<file path="config.mk">
export PLATFORM = sky130hd
export DESIGN_NAME = cdr_top
export DESIGN_NICKNAME = d
export VERILOG_FILES = /design/src/design/cdr_pkg.sv /design/src/design/mm_pd.sv /design/src/design/ramp_est.sv /design/src/design/loop_filter.sv /design/src/design/cdr_ctrl.sv /design/src/design/cdr_top.sv
export SDC_FILE = /design/constraint.sdc
export NUM_CORES = 1
export LEC_CHECK = 0
export BUFFER_PORTS_ARGS = -buffer_cell sky130_fd_sc_hd__buf_2
export CORE_UTILIZATION = 35
export DETAILED_ROUTE_END_ITERATION = 8
export SETUP_SLACK_MARGIN = 0.1
export SLEW_MARGIN = 20
export SYNTH_ARGS = -nofsm -noshare
export SYNTH_HDL_FRONTEND = slang
export SYNTH_SLANG_ARGS = --single-unit
</file>
<file path="constraint.sdc">
create_clock -name clk -period 11.79 [get_ports clk]
set_clock_uncertainty 0.05 [all_clocks]
set_input_delay 2.358 -clock clk [delete_from_list [all_inputs] [get_ports clk]]
set_output_delay 2.358 -clock clk [all_outputs]
set_load 0.02 [all_outputs]
</file>
<file path="src/design/cdr_pkg.sv">
`default_nettype none

package cdr_pkg;

    //////////////////////////////////////////////////
    // widths

    localparam int adc_width = 8;
    localparam int nti       = 4;   // interleaved lanes per clock
    localparam int pi_width  = 8;
    localparam int est_width = 32;  // estimator accumulators

    typedef logic signed [adc_width-1:0] adc_code_t;
    typedef logic signed [adc_width+2:0] pd_err_t;    // sum over nti-1 lane pairs
    typedef logic        [3:0]           gain_t;      // shift amount
    typedef logic        [pi_width-1:0]  pi_code_t;
    typedef logic        [7:0]           apb_addr_t;
    typedef logic        [31:0]          apb_data_t;
    typedef logic signed [est_width-1:0] est_t;
    typedef logic        [est_width-2:0] clamp_t;     // unsigned, fits a positive est_t

    //////////////////////////////////////////////////
    // register map

    typedef enum logic [7:0] {
        REG_CTRL       = 8'h00,
        REG_GAIN       = 8'h04,
        REG_CLAMP      = 8'h08,
        REG_PD_OFFSET  = 8'h0C,
        REG_EXT_PI     = 8'h10,
        REG_SNAP_CMD   = 8'h14,
        REG_SNAP_PHASE = 8'h18,
        REG_SNAP_FREQ  = 8'h1C,
        REG_SNAP_RAMP  = 8'h20,
        REG_STATUS     = 8'h24
    } reg_addr_e;

    typedef enum logic [1:0] {
        IDLE,
        ARMED,
        CAPTURE
    } snap_state_e;

    //////////////////////////////////////////////////
    // bundles between control and datapath

    typedef struct packed {
        logic      en_freq;     // REG_CTRL[0]
        logic      en_ramp;     // REG_CTRL[1]
        logic      en_clamp;    // REG_CTRL[2]
        logic      en_ext_pi;   // REG_CTRL[3]
        gain_t     kp;
        gain_t     ki;
        gain_t     kr;
        clamp_t    clamp_amt;
        adc_code_t pd_offset;
        pi_code_t  ext_pi;
    } cdr_cfg_t;

    typedef struct packed {
        pi_code_t phase_code;
        est_t     freq_update;
        est_t     ramp_sel;     // ramp accumulator picked by the ramp level
    } loop_state_t;

endpackage

`default_nettype wire

</file>
<file path="src/design/mm_pd.sv">
`timescale 1ns/10ps
`default_nettype none

module mm_pd (
    input  wire cdr_pkg::adc_code_t [cdr_pkg::nti-1:0] codes_i,
    input  wire logic [cdr_pkg::nti-1:0]              bits_i,
    input  wire cdr_pkg::adc_code_t                   offset_i,
    output cdr_pkg::pd_err_t                          err_o
);
    import cdr_pkg::*;

    // wide enough for the raw sum plus offset, never wraps
    localparam int sum_width = adc_width + 5;

    typedef logic signed [sum_width-1:0] sum_t;

    localparam sum_t err_max = sum_t'(2 ** (adc_width + 2) - 1);
    localparam sum_t err_min = -err_max - sum_t'(1);

    sum_t sum_raw;

    // code times sign of the neighbour's sliced bit
    function automatic sum_t mm_term(adc_code_t code, logic bit_pos);
        sum_t code_ext;
        code_ext = sum_t'(code);
        return bit_pos ? code_ext : -code_ext;
    endfunction

    //////////////////////////////////////////////////
    // mueller-muller sum over neighbouring lanes

    always_comb begin
        sum_raw = sum_t'(offset_i);
        for (int k = 1; k < nti; k++) begin
            sum_raw = sum_raw + mm_term(codes_i[k], bits_i[k-1])
                              - mm_term(codes_i[k-1], bits_i[k]);
        end
    end

    // clip to the pd_err_t range
    always_comb begin
        if (sum_raw > err_max) begin
            err_o = pd_err_t'(err_max);
        end else if (sum_raw < err_min) begin
            err_o = pd_err_t'(err_min);
        end else begin
            err_o = pd_err_t'(sum_raw);
        end
    end

endmodule

`default_nettype wire

</file>
<file path="src/design/ramp_est.sv">
`timescale 1ns/10ps
`default_nettype none

module ramp_est #(
    parameter int phase_shift = 16
) (
    input  wire logic             clk,
    input  wire logic             ext_rstb,
    input  wire logic             ramp_clk_i,
    input  wire cdr_pkg::pd_err_t  err_i,
    input  wire cdr_pkg::cdr_cfg_t cfg_i,
    output cdr_pkg::est_t         ramp_term_o,
    output cdr_pkg::est_t         ramp_sel_o
);
    import cdr_pkg::*;

    // the ramp terms feed the phase accumulator through the frequency path,
    // so the estimator needs headroom above the phase code bits
    if (phase_shift + pi_width >= est_width) begin : g_width_chk
        $error("ramp_est: est_width too small for phase_shift");
    end

    logic ramp_meta;
    logic ramp_sync;
    est_t err_gain;
    est_t pls_q;
    est_t neg_q;

    assign err_gain = (-est_t'(err_i)) <<< cfg_i.kr;  // loop runs on the negated error

    always_ff @(posedge clk or negedge ext_rstb) begin
        if (!ext_rstb) begin
            ramp_meta <= 1'b0;
            ramp_sync <= 1'b0;
            pls_q     <= '0;
            neg_q     <= '0;
        end else begin
            ramp_meta <= ramp_clk_i;    // 2-flop sync
            ramp_sync <= ramp_meta;
            if (!cfg_i.en_ramp) begin
                pls_q <= '0;
                neg_q <= '0;
            end else if (ramp_sync) begin
                pls_q <= pls_q + err_gain;
            end else begin
                neg_q <= neg_q + err_gain;
            end
        end
    end

    assign ramp_term_o = ramp_sync ? pls_q : -neg_q;
    assign ramp_sel_o  = ramp_sync ? pls_q : neg_q;

endmodule

`default_nettype wire

</file>
<file path="src/design/loop_filter.sv">
`timescale 1ns/10ps
`default_nettype none

module loop_filter #(
    parameter int phase_shift = 16,
    parameter int nout        = 2
) (
    input  wire logic                       clk,
    input  wire logic                       ext_rstb,
    input  wire cdr_pkg::pd_err_t            err_i,
    input  wire cdr_pkg::est_t               ramp_term_i,
    input  wire cdr_pkg::cdr_cfg_t           cfg_i,
    output cdr_pkg::pi_code_t [nout-1:0]    pi_ctl_o,
    output logic                            freq_cross_o,
    output cdr_pkg::pi_code_t               phase_code_o,
    output cdr_pkg::est_t                   freq_update_o
);
    import cdr_pkg::*;

    est_t     err_q;        // negated detector output
    est_t     freq_q;
    est_t     phase_q;
    est_t     prev_upd_q;
    est_t     freq_update;
    est_t     step;
    est_t     step_c;
    est_t     clamp_max;
    pi_code_t phase_code;

    //////////////////////////////////////////////////
    // integrators

    assign freq_update = (err_q <<< cfg_i.ki) + ramp_term_i;
    assign step        = (err_q <<< cfg_i.kp) + freq_q;
    assign clamp_max   = est_t'({1'b0, cfg_i.clamp_amt});

    // optional limit on the per-cycle phase step
    always_comb begin
        step_c = step;
        if (cfg_i.en_clamp) begin
            if (step > clamp_max) begin
                step_c = clamp_max;
            end else if (step < -clamp_max) begin
                step_c = -clamp_max;
            end
        end
    end

    always_ff @(posedge clk or negedge ext_rstb) begin
        if (!ext_rstb) begin
            err_q        <= '0;
            freq_q       <= '0;
            phase_q      <= '0;
            prev_upd_q   <= '0;
            freq_cross_o <= 1'b0;
        end else begin
            err_q      <= -est_t'(err_i);
            prev_upd_q <= freq_update;
            if (cfg_i.en_freq) begin
                freq_q <= freq_q + freq_update;
            end
            if (cfg_i.en_ext_pi) begin
                phase_q <= est_t'(cfg_i.ext_pi) << phase_shift;  // preload from override
            end else begin
                phase_q <= phase_q + step_c;
            end
            freq_cross_o <= freq_update > prev_upd_q;   // rising level crossing
        end
    end

    //////////////////////////////////////////////////
    // output codes

    assign phase_code    = phase_q[phase_shift +: pi_width];
    assign phase_code_o  = phase_code;
    assign freq_update_o = freq_update;

    always_comb begin
        for (int k = 0; k < nout; k++) begin
            pi_ctl_o[k] = cfg_i.en_ext_pi ? cfg_i.ext_pi : phase_code;
        end
    end

    // accumulator never moves by more than the clamp
    a_step_clamped: assert property (@(posedge clk) disable iff (!ext_rstb)
        cfg_i.en_clamp && !cfg_i.en_ext_pi |=>
            (phase_q - $past(phase_q) <= $past(clamp_max)) &&
            ($past(phase_q) - phase_q <= $past(clamp_max)));

endmodule

`default_nettype wire

</file>
<file path="src/design/cdr_ctrl.sv">
`timescale 1ns/10ps
`default_nettype none

module cdr_ctrl (
    input  wire logic                 clk,
    input  wire logic                 ext_rstb,
    input  wire logic                 psel_i,
    input  wire logic                 penable_i,
    input  wire logic                 pwrite_i,
    input  wire cdr_pkg::apb_addr_t    paddr_i,
    input  wire cdr_pkg::apb_data_t    pwdata_i,
    output cdr_pkg::apb_data_t        prdata_o,
    output logic                      pready_o,
    output logic                      pslverr_o,
    input  wire cdr_pkg::loop_state_t  loop_state_i,
    input  wire logic                 freq_cross_i,
    output cdr_pkg::cdr_cfg_t         cfg_o
);
    import cdr_pkg::*;

    logic        access;
    logic        wr_en;
    logic        snap_cmd;
    logic        addr_hit;
    reg_addr_e   addr;
    cdr_cfg_t    cfg_q;
    snap_state_e state_q;
    logic        snap_valid_q;
    pi_code_t    snap_phase_q;
    est_t        snap_freq_q;
    est_t        snap_ramp_q;

    assign access    = psel_i & penable_i;
    assign wr_en     = access & pwrite_i;
    assign addr      = reg_addr_e'(paddr_i);
    assign snap_cmd  = wr_en && (addr == REG_SNAP_CMD);
    assign pready_o  = 1'b1;                // no wait states
    assign pslverr_o = access & ~addr_hit;
    assign cfg_o     = cfg_q;

    //////////////////////////////////////////////////
    // config writes

    always_ff @(posedge clk or negedge ext_rstb) begin
        if (!ext_rstb) begin
            cfg_q <= '0;
        end else if (wr_en) begin
            case (addr)
                REG_CTRL: begin
                    cfg_q.en_freq   <= pwdata_i[0];
                    cfg_q.en_ramp   <= pwdata_i[1];
                    cfg_q.en_clamp  <= pwdata_i[2];
                    cfg_q.en_ext_pi <= pwdata_i[3];
                end
                REG_GAIN: begin
                    cfg_q.kp <= pwdata_i[3:0];
                    cfg_q.ki <= pwdata_i[7:4];
                    cfg_q.kr <= pwdata_i[11:8];
                end
                REG_CLAMP:     cfg_q.clamp_amt <= pwdata_i[est_width-2:0];
                REG_PD_OFFSET: cfg_q.pd_offset <= pwdata_i[adc_width-1:0];
                REG_EXT_PI:    cfg_q.ext_pi    <= pwdata_i[pi_width-1:0];
                default: ;  // snapshot and status are read only
            endcase
        end
    end

    //////////////////////////////////////////////////
    // read mux

    always_comb begin
        prdata_o = '0;
        addr_hit = 1'b1;
        case (addr)
            REG_CTRL: begin
                prdata_o[3:0] = {cfg_q.en_ext_pi, cfg_q.en_clamp,
                                 cfg_q.en_ramp, cfg_q.en_freq};
            end
            REG_GAIN:       prdata_o[11:0] = {cfg_q.kr, cfg_q.ki, cfg_q.kp};
            REG_CLAMP:      prdata_o[est_width-2:0] = cfg_q.clamp_amt;
            REG_PD_OFFSET:  prdata_o[adc_width-1:0] = cfg_q.pd_offset;
            REG_EXT_PI:     prdata_o[pi_width-1:0] = cfg_q.ext_pi;
            REG_SNAP_CMD:   prdata_o = '0;
            REG_SNAP_PHASE: prdata_o[pi_width-1:0] = snap_phase_q;
            REG_SNAP_FREQ:  prdata_o = snap_freq_q;
            REG_SNAP_RAMP:  prdata_o = snap_ramp_q;
            REG_STATUS:     prdata_o[1:0] = {freq_cross_i, snap_valid_q};
            default:        addr_hit = 1'b0;
        endcase
    end

    //////////////////////////////////////////////////
    // snapshot fsm, cmd write -> armed -> capture

    always_ff @(posedge clk or negedge ext_rstb) begin
        if (!ext_rstb) begin
            state_q      <= IDLE;
            snap_valid_q <= 1'b0;
        end else if (snap_cmd) begin
            state_q      <= ARMED;  // restarts from any state
            snap_valid_q <= 1'b0;
        end else begin
            case (state_q)
                ARMED:   state_q <= CAPTURE;
                CAPTURE: begin
                    state_q      <= IDLE;
                    snap_valid_q <= 1'b1;
                end
                default: state_q <= IDLE;
            endcase
        end
    end

    // frozen copy of the loop
    always_ff @(posedge clk) begin
        if (state_q == CAPTURE) begin
            snap_phase_q <= loop_state_i.phase_code;
            snap_freq_q  <= loop_state_i.freq_update;
            snap_ramp_q  <= loop_state_i.ramp_sel;
        end
    end

    // error only in an access phase that followed a setup phase
    a_slverr_access: assert property (@(posedge clk) disable iff (!ext_rstb)
        pslverr_o |-> psel_i && penable_i && $past(psel_i));

    a_valid_from_capture: assert property (@(posedge clk) disable iff (!ext_rstb)
        $rose(snap_valid_q) |-> $past(state_q) == CAPTURE);

endmodule

`default_nettype wire

</file>
<file path="src/design/cdr_top.sv">
`timescale 1ns/10ps
`default_nettype none

module cdr_top #(
    parameter int phase_shift = 16,
    parameter int nout        = 2
) (
    input  wire logic                                   clk,
    input  wire logic                                   ext_rstb,
    input  wire cdr_pkg::adc_code_t [cdr_pkg::nti-1:0]   codes_i,
    input  wire logic [cdr_pkg::nti-1:0]                bits_i,
    input  wire logic                                   ramp_clk_i,
    input  wire logic                                   psel_i,
    input  wire logic                                   penable_i,
    input  wire logic                                   pwrite_i,
    input  wire cdr_pkg::apb_addr_t                      paddr_i,
    input  wire cdr_pkg::apb_data_t                      pwdata_i,
    output cdr_pkg::apb_data_t                          prdata_o,
    output logic                                        pready_o,
    output logic                                        pslverr_o,
    output cdr_pkg::pi_code_t [nout-1:0]                pi_ctl_o,
    output logic                                        freq_cross_o
);
    import cdr_pkg::*;

    cdr_cfg_t    cfg;
    pd_err_t     pd_err;
    est_t        ramp_term;
    est_t        ramp_sel;
    est_t        freq_update;
    pi_code_t    phase_code;
    loop_state_t loop_state;

    assign loop_state = '{phase_code: phase_code, freq_update: freq_update, ramp_sel: ramp_sel};

    cdr_ctrl u_ctrl (
        .clk(clk), .ext_rstb(ext_rstb),
        .psel_i(psel_i), .penable_i(penable_i), .pwrite_i(pwrite_i),
        .paddr_i(paddr_i), .pwdata_i(pwdata_i), .prdata_o(prdata_o),
        .pready_o(pready_o), .pslverr_o(pslverr_o),
        .loop_state_i(loop_state), .freq_cross_i(freq_cross_o), .cfg_o(cfg)
    );

    mm_pd u_pd (.codes_i(codes_i), .bits_i(bits_i), .offset_i(cfg.pd_offset), .err_o(pd_err));

    ramp_est #(.phase_shift(phase_shift)) u_ramp (
        .clk(clk), .ext_rstb(ext_rstb), .ramp_clk_i(ramp_clk_i), .err_i(pd_err),
        .cfg_i(cfg), .ramp_term_o(ramp_term), .ramp_sel_o(ramp_sel)
    );

    loop_filter #(.phase_shift(phase_shift), .nout(nout)) u_loop (
        .clk(clk), .ext_rstb(ext_rstb), .err_i(pd_err), .ramp_term_i(ramp_term),
        .cfg_i(cfg), .pi_ctl_o(pi_ctl_o), .freq_cross_o(freq_cross_o),
        .phase_code_o(phase_code), .freq_update_o(freq_update)
    );

endmodule

`default_nettype wire

</file>
==> results_dict.tcl, run 1 <==
set metrics [dict create \
    status "complete, no violations" \
    dp_cells 5262 \
    die_h_um 303 \
    rsz0062_at_grt "yes" \
    critPathLaunch "codes_i[17]" \
    dp_hpwl_um 77500 \
    worstSetupEndpoint "u_ramp.pls_q[31]" \
    fmax_ghz 0.0876 \
    die_area_mm2 0.0921 \
    finalMaxSlewViolations 0 \
    drv_cap 0 \
    avgSynthCellArea_um2 8.54 \
    syn_nets 4182 \
    fillers 8998 \
    reg2regPathDepth 53 \
    critPathKind "in2reg" \
    crit_arrival_ns 11.81 \
    drt-total-wl_um 97800 \
    reg2reg_to "u_loop.phase_q[23]" \
    clock-root-buffer "clkbuf_16" \
    start_kind "input port" \
    final_layout_size_suffix_gt1_frac 0.210 \
    crit_path_max_fanout 5 \
    start_util 0.353 \
    cts_tree "done" \
    slew_headroom 0.277 \
    layout.nets 4599 \
    period_needed_ns 11.41 \
    synth_area_mm2 0.0318 \
    synth_edf_count 72 \
    multi_input_area_mm2 0.0221 \
    grt_pass1_wl_um 149000 \
    hold_viol 0 \
    via_per_inst 5.37 \
    io_buffers 130 \
    clockBufferDepth 3 \
    finalSetupViolCount 0 \
    seqCellArea_mm2 0.00848 \
    yosys.cell_types.count 99 \
    tightest_slew_ns 1.09 \
    num_rows 110 \
    diodes 0 \
    first_global_vias 27081 \
    grt_max_degree 117 \
    ioPinCount 133 \
    yosys_most_used_dff "dfrtp_1" \
    setup_tns_ns 0 \
    numCtsBuffers 43 \
    timing.reg2reg.setup_slack_ns 1.02 \
    ys_async_sr_fraction 0.778 \
    vias 28715 \
    clkLatencyLatePin_ns 0.60 \
    htreeDepth 2 \
    drt-initial-drc-count 1958 \
    reg2reg_from "u_ctrl.cfg_o[56]" \
    final_common_cell "buf_4" \
    min_path_cells 0 \
    clk_pin_slew_ns 0.06 \
    wl_per_cell_um 18.3 \
    cpPeakStageDelay_ns 0.57 \
    drc 0 \
    antenna_found_initial 2 \
    final.period_utilization 0.968 \
    yosys_register_bits 324 \
    yosys_warnings 0 \
    syn2layout_area_growth_pct 20.7 \
    most-common-layout-cells "buf_4, nor2_1, nand2_1, ha_1, inv_1" \
    hold_buffers 0 \
    core_area_mm2 0.0900 \
    synth_cells 3724 \
    grt-ovfl-total 0 \
    stdcell_count 5352 \
    ys_seq_area_frac 0.266 \
    clkSinkCount 324 \
    track_usage 0.206 \
    critPathRequiredTime_ns 12.19 \
    drtPass1Iterations 6 \
    endpoint_kind "flop" \
    crit_path_top_delay_cell "fa_1" \
    fp.dieW_um 303 \
    gp_congestion 0.922 \
    hp-class "reg2reg" \
    crit_path_frequent_cell "ha_4" \
    ant_nets 0 \
]
state kept, by name, indices dropped and copies added, names as in the netlist, 2 cells and up:
register and flops:
u_loop.freq_q 32, u_ctrl.snap_ramp_q 32, u_ctrl.cfg_o 63, u_ctrl.state_q 2, u_ramp.pls_q 32, u_ramp.neg_q 32, u_loop.err_q 31, u_ctrl.snap_freq_q 32
u_loop.phase_q 24, u_loop.prev_upd_q 32, u_ctrl.snap_phase_q 8
logic make-up (layout without fill, tap and decap cells):
kind of cell / Yosys count / after routing / synth area share
and+or+nand+nor: 1096 / 1096 / 0.162
AOI/OAI and AO/OA: 978 / 978 / 0.196
buffers and inverters: 448 / 900 / 0.0541
adders and majority gates: 376 / 376 / 0.163
DFF: 324 / 324 / 0.266
muxes: 256 / 256 / 0.0898
xor gates and xnor gates: 245 / 245 / 0.0684
other: 1 / 1 / 0.000118
per-layer routing:
metal	vias to the layer above	global-route usage	routed length (µm)
li1	14223	-	-
met1	13771	0.274	44000
met2	587	0.354	47300
met3	134	0.0205	3840
met4	0	0.0581	2640
met5	-	0	0
Yosys cell counts, types with 63 or more instances:
cell,count,area (µm²)
a21o_1,68,510
a21oi_1,271,1360
clkbuf_1,133,499
dfrtp_1,252,6310
edfxtp_1,72,2160
fa_1,63,1260
ha_1,313,3920
inv_1,276,1040
mux2_2,134,1510
mux2i_1,112,1120
nand2_1,315,1180
nand3_1,64,320
nor2_1,323,1210
nor3_1,104,521
o21ai_0,272,1360
xnor2_1,185,1620
worst max-delay path: cells and delay by family:
family	cells	cell delay (ns)
multiplexers	4	0.80
adder cells (fa/ha/maj)	9	3.15
XOR/XNOR	2	0.70
buffers and inverters	7	0.63
AND/OR/NAND/NOR	10	1.80
AO/OA/AOI/OAI	13	2.36
final cells by class:
class	count	area share
timing repair buffer	537	0.0978
multi-input combinational	2952	0.575
inverter	283	0.0278
clock buffer	53	0.0298
clock inverter	27	0.0103
sequential	324	0.221
tap	1176	0.0383
worst min path at each step:
stage / from / end / slack (ns)
5_1_grt: u_ramp.ramp_meta / u_ramp.ramp_sync / 0.38
4_1_cts: u_ctrl.state_q[1] / u_ctrl.state_q[1] / 0.39
2_1_floorplan: u_ramp.ramp_meta / u_ramp.ramp_sync / 0.28
3_3_place_gp: u_ctrl.state_q[1] / u_ctrl.state_q[1] / 0.37
3_5_place_dp: u_ctrl.state_q[1] / u_ctrl.state_q[1] / 0.38
6_report: u_ramp.ramp_meta / u_ramp.ramp_sync / 0.39
metrics by stage:
stage / utilization / cell area, µm² / worst slack, ns / hold WS, ns
after floorplan: - / 31900 / 0.103 / 0.281
after global placement: 0.404 / 36300 / -0.608 / 0.372
after detailed placement: 0.404 / 36300 / -0.735 / 0.378
after CTS: 0.421 / 37900 / 0.0604 / 0.388
after global routing: 0.427 / 38400 / -0.0887 / 0.376
final: 0.427 / 38400 / 0.376 / 0.387
timing repair:
| action | CTS | global route |
|---|---|---|
| gates resized for setup | 6 | 104 |
| pin swaps | 2 | 44 |
| buffers inserted | 0 | 10 |
| setup endpoints to repair | 5 | 37 |
Power of run 1 is not shown: default switching activity piles up to over one toggle a cycle in this logic, so the estimate is an artifact.
==> inputs of run 2 (changes only) <==
--- a/config.mk
+++ b/config.mk
@@ -6,8 +6,9 @@
 export NUM_CORES = 1
 export LEC_CHECK = 0
 export BUFFER_PORTS_ARGS = -buffer_cell sky130_fd_sc_hd__buf_2
-export CORE_UTILIZATION = 35
+export CORE_UTILIZATION = 58
 export DETAILED_ROUTE_END_ITERATION = 8
+export PLACE_DENSITY = 0.79
 export SETUP_SLACK_MARGIN = 0.1
 export SLEW_MARGIN = 20
 export SYNTH_ARGS = -nofsm -noshare
==> run 2 against run 1 <==
Compared with the run above: sequential cell count unchanged; setup slack about the same; final area decreased by 2.6%; utilization increased by 27 points; non-clock buffer count decreased by 51; routed wire length decreased by 3.9%; die area decreased by 39%; cell count decreased by 10%; first-iteration DRC count increased by 17%; via count increased by 2.3%; largest cell class unchanged.
==> results_dict.tcl, run 2 (synthesis results as in run 1) <==
set metrics [dict create \
    num_rows 85 \
    vias 29377 \
    clock-root-buffer "clkbuf_16" \
    first_global_vias 27824 \
    hp-class "reg2reg" \
    fmax_ghz 0.0876 \
    cts_tree "done" \
    final_area_mm2 0.0374 \
    crit_path_frequent_cell "a21oi_2" \
    clkSinkCount 324 \
    numCtsBuffers 42 \
    htreeDepth 2 \
    layout.nets 4548 \
    dpl_cell_area_mm2 0.0353 \
    finalSetupViolCount 0 \
    die_area_mm2 0.0558 \
    drt-total-wl_um 94000 \
    layout_setup_ws_ns 0.376 \
    clkLatencyLatePin_ns 0.60 \
    die_h_um 236 \
    antenna_found_initial 2 \
    clockBufferDepth 3 \
    final_common_cell "buf_4" \
    dp_hpwl_um 72700 \
    crit_path_max_fanout 6 \
    post-place-ws_ns -0.690 \
    diodes 0 \
    drt-initial-drc-count 2289 \
    start_kind "input port" \
    tightest_slew_ns 1.11 \
    post-route-util 0.692 \
    finalMaxSlewViolations 0 \
    ant_nets 0 \
    via_per_inst 6.10 \
    critPathLaunch "codes_i[16]" \
    largest_register_ff_count 63 \
    syn2layout_area_growth_pct 17.6 \
    status "complete, no violations" \
    endpoint_kind "flop" \
    wl_per_cell_um 19.5 \
    drv_cap 0 \
    period_needed_ns 11.41 \
    slew_headroom 0.259 \
    crit_arrival_ns 11.80 \
    holdCritStartpoint "u_ramp.ramp_meta" \
    drc 0 \
    ioPinCount 133 \
    grt-ovfl-total 0 \
    final.period_utilization 0.968 \
    gp_congestion 0.976 \
    crit_path_top_delay_cell "fa_1" \
    most-common-layout-cells "buf_4, nor2_1, nand2_1, ha_1, inv_1" \
    stdcell_count 4819 \
    grt_pass1_wl_um 146000 \
    start_util 0.589 \
    critPathRequiredTime_ns 12.18 \
    grt_max_degree 90 \
    reg2reg_from "u_ctrl.cfg_o[55]" \
    core_area_mm2 0.0540 \
    dp_cells 4719 \
    critPathKind "in2reg" \
    io_buffers 130 \
    final_layout_size_suffix_gt1_frac 0.203 \
    clk_pin_slew_ns 0.06 \
    cpPeakStageDelay_ns 0.59 \
    drtPass1Iterations 7 \
    fp.dieW_um 236 \
    hold_viol 0 \
    fillers 4227 \
    track_usage 0.327 \
]
==> run 2: cell types whose count changed in the layout (fill, tap and decap cells not counted), sizes merged <==
cell and delta:
buf -51, nor3 +1, bufinv -5, clkinvlp +1, clkbuf +2, clkinv -1
==> run 2: area by class of cell <==
type / count / area [µm²] / area share
timing repair buffer: 486 / 3350 / 0.0896
clock buffer: 55 / 1160 / 0.0310
tap: 696 / 871 / 0.0233
multi-input combinational: 2953 / 22200 / 0.595
inverter: 283 / 1060 / 0.0284
sequential: 324 / 8480 / 0.227
clock inverter: 22 / 246 / 0.00659
==> run 2: per-layer routing <==
layer,global-route usage,vias to the layer above,share of wire
met2,0.544,1067,0.47
met4,0.124,2,0.040
met5,0,-,0.000074
li1,-,14117,-
met3,0.0403,193,0.069
met1,0.436,13998,0.42
==> run 2: worst paths after layout <==
path / endpoint / slack, ns / cells past startpoint
setup reg to reg: u_loop.phase_q[23] / 0.93 / 54
min in group asynchronous: u_ctrl.cfg_o[43] / 1.71 / 1
max in group asynchronous: u_loop.err_q[0] / 7.95 / 3
hold reg to reg: u_ramp.ramp_sync / 0.31 / 0
setup / recovery: u_ramp.pls_q[31] / 0.38 / 46
hold / removal: u_ramp.ramp_sync / 0.31 / 0
==> run 2: per-stage QoR <==
step | setup TNS (ns) | hold slack [ns]
floorplan | 0 | 0.281
global placement | -6.73 | 0.282
detailed placement | -10.28 | 0.293
CTS | 0 | 0.314
global route | -0.0741 | 0.316
finish | 0 | 0.313
==> run 2: timing repair <==
| action | 4_1_cts | 5_1_grt |
|---|---|---|
| cloned | 0 | 1 |
| gates resized for setup | 6 | 128 |
| hold buffers | 0 | 0 |
| endpoints found under the setup margin | 6 | 43 |
| setup buffers | 0 | 23 |
| pin swaps | 0 | 59 |
==> run 2: worst max-delay path, delay by kind of cell <==
kind,cells,cell delay (ns)
compound gates,19,3.11
xor+xnor,3,0.83
fa+ha+maj,7,2.77
buf+inv,5,0.71
mux,3,0.59
simple gates,9,1.41
Power of run 2 is left out for the same reason.
